`src/hdl/uma_macros.svh`:
```
/* Width, slot timing and execution delay defines for the memory arbiter */
`ifndef UMA_MACROS_SVH
`define UMA_MACROS_SVH

// Physical and local address width
`define UMA_ADDR_W 24

// Data word width
`define UMA_DATA_W 16

// Divider period in system clocks per CPU clock
`define UMA_SLOT_DIV 30

// Slot pulse position after each slot boundary
`define UMA_SLOT_OFFSET 2

// Three slots per period
`define UMA_SLOT_SPACING 10

// Clocks from a slot pulse to the channel's execution point
`define UMA_EXEC_DELAY 2

`endif

```
`src/hdl/uma_pkg.sv`:
```
/* Address, data and channel types shared by the arbiter blocks */
`include "uma_macros.svh"

package uma_pkg;

    // Local or physical RAM address
    typedef logic [`UMA_ADDR_W-1:0] uma_addr_t;

    // One RAM data word
    typedef logic [`UMA_DATA_W-1:0] uma_data_t;

    // Client channel select
    typedef enum logic {
        CH_MAIN  = 1'b0,    // Main RAM
        CH_VIDEO = 1'b1     // Video RAM
    } uma_chan_t;

endpackage

```
`src/hdl/uma_chan_capture.sv`:
```
/* Client channel front end with strobe edge detection, request hold,
   slot delay, ack_n handshake and read data return */
`timescale 1ns/1ps
`include "uma_macros.svh"

module uma_chan_capture
    import uma_pkg::*;
#(
    parameter uma_chan_t CH = CH_MAIN
) (
    input  logic      CLK,
    input  logic      RESET_n,
    input  logic      oe_n,
    input  logic      we_n,
    input  logic      rfsh_n,
    input  uma_addr_t addr,
    input  uma_data_t din,
    input  uma_addr_t base,         // Physical offset of this channel
    input  logic      slot,         // Own slot pulse
    input  logic      slot_any,
    input  uma_data_t prim_dout,
    output uma_data_t dout,
    output logic      ack_n,
    output logic      issue,
    output logic      issue_oe,
    output logic      issue_we,
    output logic      issue_rfsh,
    output uma_addr_t issue_addr,
    output uma_data_t issue_din
);
    localparam int DLY = `UMA_EXEC_DELAY;

    logic           prev_oe_n;
    logic           prev_we_n;
    logic           prev_rfsh_n;
    logic           det_oe;
    logic           det_we;
    logic           det_rfsh;
    logic           det_any;
    logic           save_oe;
    logic           save_we;
    logic           save_rfsh;
    logic           req_oe;
    logic           req_we;
    logic           req_rfsh;
    logic           req_any;
    uma_addr_t      save_addr;
    uma_data_t      save_din;
    uma_addr_t      req_addr;
    uma_data_t      req_din;
    logic [DLY-1:0] slot_dly;
    logic           exec;
    logic           busy;
    logic           done;

    always_ff @(posedge CLK or negedge RESET_n) begin
        if (!RESET_n) begin
            prev_oe_n   <= 1'b1;
            prev_we_n   <= 1'b1;
            prev_rfsh_n <= 1'b1;
            slot_dly    <= '0;
        end else begin
            prev_oe_n   <= oe_n;
            prev_we_n   <= we_n;
            prev_rfsh_n <= rfsh_n;
            slot_dly    <= DLY'({slot_dly, slot});
        end
    end

    assign det_oe   = prev_oe_n && !oe_n;       // Falling edges
    assign det_we   = prev_we_n && !we_n;
    assign det_rfsh = prev_rfsh_n && !rfsh_n;
    assign det_any  = det_oe || det_we || det_rfsh;

    // A request is live from its edge until it is issued
    assign req_oe   = det_oe || save_oe;
    assign req_we   = det_we || save_we;
    assign req_rfsh = det_rfsh || save_rfsh;
    assign req_any  = req_oe || req_we || req_rfsh;

    // Address and data are taken straight from the pins on the edge cycle
    assign req_addr = (det_oe || det_we) ? addr : save_addr;
    assign req_din  = det_we ? din : save_din;

    assign exec  = slot_dly[DLY-1];
    assign issue = exec && req_any;
    assign done  = slot_any && busy;

    // One strobe per access, reads first and refresh last
    assign issue_oe   = req_oe;
    assign issue_we   = req_we && !req_oe;
    assign issue_rfsh = req_rfsh && !req_oe && !req_we;

    assign issue_addr = (issue_oe || issue_we) ? req_addr + base : '0;
    assign issue_din  = (issue_oe || issue_we) ? req_din : '0;

    always_ff @(posedge CLK or negedge RESET_n) begin
        if (!RESET_n) begin
            save_oe   <= 1'b0;
            save_we   <= 1'b0;
            save_rfsh <= 1'b0;
        end else begin
            if (issue && issue_oe) save_oe <= 1'b0;
            else if (det_oe) save_oe <= 1'b1;
            if (issue && issue_we) save_we <= 1'b0;
            else if (det_we) save_we <= 1'b1;
            if (issue && issue_rfsh) save_rfsh <= 1'b0;
            else if (det_rfsh) save_rfsh <= 1'b1;  // May queue behind a read or write
        end
    end

    always_ff @(posedge CLK) begin
        if (det_oe || det_we) save_addr <= addr;
        if (det_we) save_din <= din;
    end

    always_ff @(posedge CLK or negedge RESET_n) begin
        if (!RESET_n) begin
            busy  <= 1'b0;
            ack_n <= 1'b1;
        end else begin
            if (issue) busy <= 1'b1;
            else if (done) busy <= 1'b0;
            if (det_any) ack_n <= 1'b0;
            else if (done && !req_any) ack_n <= 1'b1;  // Stay low while more is queued
        end
    end

    // Read data register, named after its channel
    if (CH == CH_VIDEO) begin : g_vram_dout
        always_ff @(posedge CLK or negedge RESET_n) begin
            if (!RESET_n) dout <= '0;
            else if (done) dout <= prim_dout;
        end
    end else begin : g_mram_dout
        always_ff @(posedge CLK or negedge RESET_n) begin
            if (!RESET_n) dout <= '0;
            else if (done) dout <= prim_dout;
        end
    end

endmodule

```
`src/hdl/uma_primary_ctrl.sv`:
```
/* Primary RAM port FSM that runs one channel access at a time */
`timescale 1ns/1ps

module uma_primary_ctrl
    import uma_pkg::*;
(
    input  logic      CLK,
    input  logic      RESET_n,
    input  logic      issue_m,
    input  logic      oe_m,
    input  logic      we_m,
    input  logic      rfsh_m,
    input  uma_addr_t addr_m,
    input  uma_data_t din_m,
    input  logic      issue_v,
    input  logic      oe_v,
    input  logic      we_v,
    input  logic      rfsh_v,
    input  uma_addr_t addr_v,
    input  uma_data_t din_v,
    input  logic      prim_ack_n,
    output uma_addr_t prim_addr,
    output uma_data_t prim_din,
    output logic      prim_oe_n,
    output logic      prim_we_n,
    output logic      prim_rfsh_n
);
    typedef enum logic {
        IDLE,
        ACCESS
    } state_t;

    state_t state;
    logic   load_m;
    logic   load_v;

    // Main has priority, slots keep the two apart anyway
    assign load_m = (state == IDLE) && issue_m;
    assign load_v = (state == IDLE) && issue_v && !issue_m;

    always_ff @(posedge CLK or negedge RESET_n) begin
        if (!RESET_n) begin
            state       <= IDLE;
            prim_oe_n   <= 1'b1;
            prim_we_n   <= 1'b1;
            prim_rfsh_n <= 1'b1;
        end else begin
            case (state)
                IDLE: begin
                    if (load_m) begin
                        prim_oe_n   <= !oe_m;
                        prim_we_n   <= !we_m;
                        prim_rfsh_n <= !rfsh_m;
                        state       <= ACCESS;
                    end else if (load_v) begin
                        prim_oe_n   <= !oe_v;
                        prim_we_n   <= !we_v;
                        prim_rfsh_n <= !rfsh_v;
                        state       <= ACCESS;
                    end
                end
                ACCESS: begin
                    if (!prim_ack_n) begin      // RAM done, release strobes
                        prim_oe_n   <= 1'b1;
                        prim_we_n   <= 1'b1;
                        prim_rfsh_n <= 1'b1;
                        state       <= IDLE;
                    end
                end
                default: state <= IDLE;
            endcase
        end
    end

    // Address and write data launch together with the strobe
    always_ff @(posedge CLK) begin
        if (load_m) begin
            prim_addr <= addr_m;
            prim_din  <= din_m;
        end else if (load_v) begin
            prim_addr <= addr_v;
            prim_din  <= din_v;
        end
    end

endmodule

```
`src/hdl/uma_slot_timer.sv`:
```
/* Slot timer with divider counter resynced on CLK_EN and
   alternating main and video slot pulses */
`timescale 1ns/1ps
`include "uma_macros.svh"

module uma_slot_timer
    import uma_pkg::*;
(
    input  logic CLK,
    input  logic RESET_n,
    input  logic clk_en,        // CPU clock enable
    output logic slot_main,
    output logic slot_video,
    output logic slot_any
);
    localparam int CNT_W = $clog2(`UMA_SLOT_DIV);

    typedef logic [CNT_W-1:0] cnt_t;

    localparam cnt_t CNT_LAST = cnt_t'(`UMA_SLOT_DIV - 1);
    localparam cnt_t SLOT_0   = cnt_t'(`UMA_SLOT_OFFSET);
    localparam cnt_t SLOT_1   = cnt_t'(`UMA_SLOT_OFFSET + `UMA_SLOT_SPACING);
    localparam cnt_t SLOT_2   = cnt_t'(`UMA_SLOT_OFFSET + 2 * `UMA_SLOT_SPACING);

    cnt_t      cnt;
    logic      slot_hit;
    uma_chan_t turn;            // Owner of the next slot

    // Divider restarts on every CPU clock enable
    always_ff @(posedge CLK or negedge RESET_n) begin
        if (!RESET_n) begin
            cnt <= '0;
        end else if (clk_en) begin
            cnt <= '0;
        end else if (cnt != CNT_LAST) begin
            cnt <= cnt + 1'b1;  // Holds at the last count
        end
    end

    assign slot_hit = (cnt == SLOT_0) || (cnt == SLOT_1) || (cnt == SLOT_2);

    // Registered slot pulses
    // The turn keeps toggling across periods
    always_ff @(posedge CLK or negedge RESET_n) begin
        if (!RESET_n) begin
            slot_main  <= 1'b0;
            slot_video <= 1'b0;
            slot_any   <= 1'b0;
            turn       <= CH_MAIN;
        end else begin
            slot_main  <= slot_hit && (turn == CH_MAIN);
            slot_video <= slot_hit && (turn == CH_VIDEO);
            slot_any   <= slot_hit;
            if (slot_hit) begin
                turn <= (turn == CH_MAIN) ? CH_VIDEO : CH_MAIN;
            end
        end
    end

endmodule

```
`src/hdl/uma_top.sv`:
```
/* Memory arbiter top with slot timer, main and video channels
   and the primary RAM port controller */
`timescale 1ns/1ps

module uma_top
    import uma_pkg::*;
(
    input  logic      CLK,
    input  logic      RESET_n,
    input  logic      clk_en,
    // Main RAM client
    input  logic      oe_n_main,
    input  logic      we_n_main,
    input  logic      rfsh_n_main,
    input  uma_addr_t addr_main,
    input  uma_data_t din_main,
    output uma_data_t dout_main,
    output logic      ack_n_main,
    // Video RAM client
    input  logic      oe_n_video,
    input  logic      we_n_video,
    input  logic      rfsh_n_video,
    input  uma_addr_t addr_video,
    input  uma_data_t din_video,
    output uma_data_t dout_video,
    output logic      ack_n_video,
    input  uma_addr_t base_main,
    input  uma_addr_t base_video,
    // Shared physical RAM
    output uma_addr_t prim_addr,
    output uma_data_t prim_din,
    output logic      prim_oe_n,
    output logic      prim_we_n,
    output logic      prim_rfsh_n,
    input  uma_data_t prim_dout,
    input  logic      prim_ack_n
);
    logic      slot_main;
    logic      slot_video;
    logic      slot_any;
    logic      issue_m;
    logic      oe_m;
    logic      we_m;
    logic      rfsh_m;
    uma_addr_t addr_m;
    uma_data_t din_m;
    logic      issue_v;
    logic      oe_v;
    logic      we_v;
    logic      rfsh_v;
    uma_addr_t addr_v;
    uma_data_t din_v;

    uma_slot_timer timer_i (
        .CLK(CLK), .RESET_n(RESET_n), .clk_en(clk_en),
        .slot_main(slot_main), .slot_video(slot_video), .slot_any(slot_any)
    );

    uma_chan_capture #(.CH(CH_MAIN)) chan_main_i (
        .CLK(CLK), .RESET_n(RESET_n),
        .oe_n(oe_n_main), .we_n(we_n_main), .rfsh_n(rfsh_n_main),
        .addr(addr_main), .din(din_main), .base(base_main),
        .slot(slot_main), .slot_any(slot_any), .prim_dout(prim_dout),
        .dout(dout_main), .ack_n(ack_n_main),
        .issue(issue_m), .issue_oe(oe_m), .issue_we(we_m), .issue_rfsh(rfsh_m),
        .issue_addr(addr_m), .issue_din(din_m)
    );

    uma_chan_capture #(.CH(CH_VIDEO)) chan_video_i (
        .CLK(CLK), .RESET_n(RESET_n),
        .oe_n(oe_n_video), .we_n(we_n_video), .rfsh_n(rfsh_n_video),
        .addr(addr_video), .din(din_video), .base(base_video),
        .slot(slot_video), .slot_any(slot_any), .prim_dout(prim_dout),
        .dout(dout_video), .ack_n(ack_n_video),
        .issue(issue_v), .issue_oe(oe_v), .issue_we(we_v), .issue_rfsh(rfsh_v),
        .issue_addr(addr_v), .issue_din(din_v)
    );

    uma_primary_ctrl prim_i (
        .CLK(CLK), .RESET_n(RESET_n),
        .issue_m(issue_m), .oe_m(oe_m), .we_m(we_m), .rfsh_m(rfsh_m),
        .addr_m(addr_m), .din_m(din_m),
        .issue_v(issue_v), .oe_v(oe_v), .we_v(we_v), .rfsh_v(rfsh_v),
        .addr_v(addr_v), .din_v(din_v),
        .prim_ack_n(prim_ack_n), .prim_addr(prim_addr), .prim_din(prim_din),
        .prim_oe_n(prim_oe_n), .prim_we_n(prim_we_n), .prim_rfsh_n(prim_rfsh_n)
    );

endmodule

```
`config.mk`:
```
export PLATFORM = sky130hd
export DESIGN_NAME = uma_top
export DESIGN_NICKNAME = d
export VERILOG_FILES = /design/src/hdl/uma_pkg.sv /design/src/hdl/uma_chan_capture.sv /design/src/hdl/uma_primary_ctrl.sv /design/src/hdl/uma_slot_timer.sv /design/src/hdl/uma_top.sv
export VERILOG_INCLUDE_DIRS = /design/src /design/src/hdl
export SDC_FILE = /design/constraint.sdc
export NUM_CORES = 1
export LEC_CHECK = 0
export BUFFER_PORTS_ARGS = -buffer_cell sky130_fd_sc_hd__buf_2
export CORE_MARGIN = 2
export CORE_UTILIZATION = 53
export CTS_CLUSTER_DIAMETER = 30
export DETAILED_ROUTE_END_ITERATION = 10
export GPL_TIMING_DRIVEN = 0
export PLACE_DENSITY = 0.78
export SYNTH_ARGS = -nofsm -noshare
export SYNTH_HDL_FRONTEND = slang
export SYNTH_HIERARCHICAL = 1
export SYNTH_SLANG_ARGS = --single-unit
```
`constraint.sdc`:
```
create_clock -name CLK -period 4.52 [get_ports CLK]
set_input_delay 0.226 -clock CLK [delete_from_list [all_inputs] [get_ports CLK]]
set_output_delay 0.226 -clock CLK [all_outputs]
set_load 0.03 [all_outputs]
```
==> impl_metrics.toml <==
[timing]
fin_skew_ps = 12.52
fin_crit_ps = 4209
hold_violations = 0
worst_pin_slew_ps = 789.2
slew_violations = 0
setup_viol = 0
max_freq_mhz = 237.6
fin_setup_tns_ps = 0
rsz0062_at_grt = "false"
fin_crit_sh = 0.9312
timing.slew.headroom = 0.4739

[logic_synthesis]
synth_top_area_share = 0.1620
yosys_warnings = 6
ys_top_cells_by_area = "dfxtp_1 16%, dfrtp_1 14%, mux2_2 13%"
synth.distinct_cells = 74
synth_flop_cell = "dfxtp_1"
netlist_instances = 877
synth_area_um2 = 9888
yosys.area.top_type = "dfxtp_1"
syn_nets = 1083
synth_edf_count = 40
ys_seq_area_frac = 0.4493
synth.avg_cell_area_um2 = 11.28
ys_ff_latch = 185
synth-async-reset-ratio = 0.3514

[clocking]
numCtsBuffers = 17
clockBufferDepth = 2
cts_setup_buffers = 0
cts.sinks = 185
clk_latency_ps = 440
cts-root-buf = "clkbuf_16"
cts_tree = "yes"
clk_pin_slew_ps = 80
cts-htree-levels = 4

[routing]
drtPass1Iterations = 5
antenna_left = 0
vias = 7494
wl_per_cell_um = 16.91
drt_iter0_markers = 280
vias_per_cell = 5.442
totalWireLength_um = 23290
drc = 0

[global_route]
grt_start_max_net_pins = 66
antenna_found_initial = 1
first_global_vias = 7656
grt_pass1_wl_um = 36870
overflow = 0
track_usage = 0.2362

[floorplanning]
fp.dieW_um = 140.6
die_y_um = 140.6
num_rows = 49
core_area_um2 = 18150
die_area_um2 = 19770
initial_core_util = 0.5449
ios = 231

[layout]
n_antenna_cell = 0
area_growth_pct = 21.81
nets = 1341
drive_gt1_frac = 0.4111
final_area_um2 = 12050
fin_cells = 1377
fin_util = 0.6637

[setup_path]
path_cells = "dlygate4sd3_1 > buf_2 > nand2b_1 > buf_2 > nand2_2 > clkbuf_2 > mux2_2 > ha_1 > inv_1 > fa_1 > and2b_1 > o31ai_2 > a2111oi_4 > o211ai_2 > a21oi_1 > mux2i_1 > nor3_1 > mux2_4"
cp_max_fo = 10
cp_common_cell = "buf_2"
cp.arrival_ps = 4400
required_ps = 4710
crit_type = "in -> reg"
slowest_stage = "dlygate4sd3_1"
slowest_delay_ps = 530
cp-start-kind = "input pin"
cp-end-kind = "flop"
reg2reg_depth = 16

[min_path]
hp-class = "in -> reg"
min_delay_path_depth = 2

[placed_design]
place_hpwl_um = 17800
gp_congestion = 0.8441
io_buffers = 230
dp_cells = 1337
placed_area_um2 = 11360

[job]
cap_violations = 0

[run_status]
status = "completed"

[power]
totalPowerFinal_w = 0.005966
power.density_nw_per_um2 = 495.3
p_leak_nw = 5.495
ir_drop_mv = 0.4090
[layer usage]
layer / GRT usage / routed length [um]
met5: 0 / 13
met1: 0.2806 / 9867
met4: 0.08632 / 561
met2: 0.4167 / 11540
met3: 0.05910 / 1306
[sequential cells by signal (all words and copies together) (netlist names), 2 cells and up]
name                    cells
chan_main_i/slot_dly        2
prim_i/prim_addr           24
chan_main_i/save_din       16
chan_video_i/save_addr     24
chan_video_i/save_din      16
chan_video_i/dout          16
chan_main_i/dout           16
timer_i/cnt                 5
prim_i/prim_din            16
chan_video_i/slot_dly       2
chan_main_i/save_addr      24
[repair_timing]
| action | CTS | global route |
|---|---|---|
| endpoints found under the hold margin | 62 | 0 |
| cloned | 0 | 0 |
| resized for setup | 1 | 7 |
| endpoints found under the setup margin | 6 | 7 |
| hold buffers | 8 | 0 |
| pin swaps | 0 | 0 |
[critical path: cells and delay by family]
kind                       cells  cell delay (ps)
AOI/OAI and AO/OA              4              940
adders and majority gates      2              520
buffers and inverters          5             1250
muxes                          3              730
and+or+nand+nor                4              710
[cells in the final DEF, fill, tap and decap left out, types with 21 or more instances in the layout]
cell	Yosys	final
buf_2	10	239
mux2_2	111	111
dfxtp_1	80	80
nor2_1	72	71
dfrtp_1	54	54
a21oi_1	53	53
ha_1	50	50
nand2_1	42	40
mux2_4	40	40
edfxtp_1	40	40
and2_1	37	37
xnor2_1	22	22
nor3_1	21	21
[final timing paths]
check                                       from                      end  slack [ps]
max                                    we_n_main     prim_i/prim_addr[22]         310
min                                  din_main[6]  chan_main_i/save_din[6]          20
max reg2reg                chan_main_i/prev_we_n     prim_i/prim_addr[22]         310
min reg2reg                    timer_i/slot_main  chan_main_i/slot_dly[0]         350
max in group asynchronous                RESET_n     chan_video_i/dout[0]        3570
min in group asynchronous                RESET_n     chan_main_i/dout[10]         430
[cells in the mapped netlist (all sizes together), types with 21 or more instances]
library cell,n
o21ai,24
nor3,21
dfxtp,80
a21oi,56
and2,37
nor2,72
ha,50
edfxtp,40
buf,21
dfrtp,54
mux2,151
nand2,42
xnor2,22
[kinds of logic (layout without fill, tap and decap cells)]
family	after synthesis	in the layout	share of synthesized area
and+or+nand+nor	233	233	0.1176
xor gates and xnor gates	37	37	0.03277
adders and majority gates	52	52	0.06732
muxes	155	155	0.1912
AOI/OAI and AO/OA	156	156	0.1084
DFF	185	185	0.4493
buffers and inverters	59	330	0.03340
[through the flow]
| stage | hold WS [ps] | worst slack (ps) |
|---|---|---|
| 2_1_floorplan | -69.59 | 622.4 |
| 3_3_place_gp | 332.0 | -469.2 |
| 3_5_place_dp | 340.2 | -124.6 |
| 4_1_cts | 11.05 | 62.86 |
| 5_1_grt | 19.45 | 2.879 |
| 6_report | 21.72 | 310.8 |
[layout make-up]
type / count / area [um2]
clock inverter: 15 / 165.2
fill: 1449 / 6102
inverter: 19 / 71.32
buffer: 40 / 261.5
tap: 229 / 286.5
multi-input combinational: 633 / 5139
timing repair buffer: 239 / 1254
sequential: 185 / 4443
clock buffer: 17 / 425.4
[power breakdown]
group	switching [W]	internal [W]	leakage, nW	total (W)
registers	0.000140	0.00210	1.80	0.00224
clock network	0.000738	0.000745	0.292	0.00148
logic	0.00128	0.000962	3.41	0.00224
(Power assumes the default switching activity.)
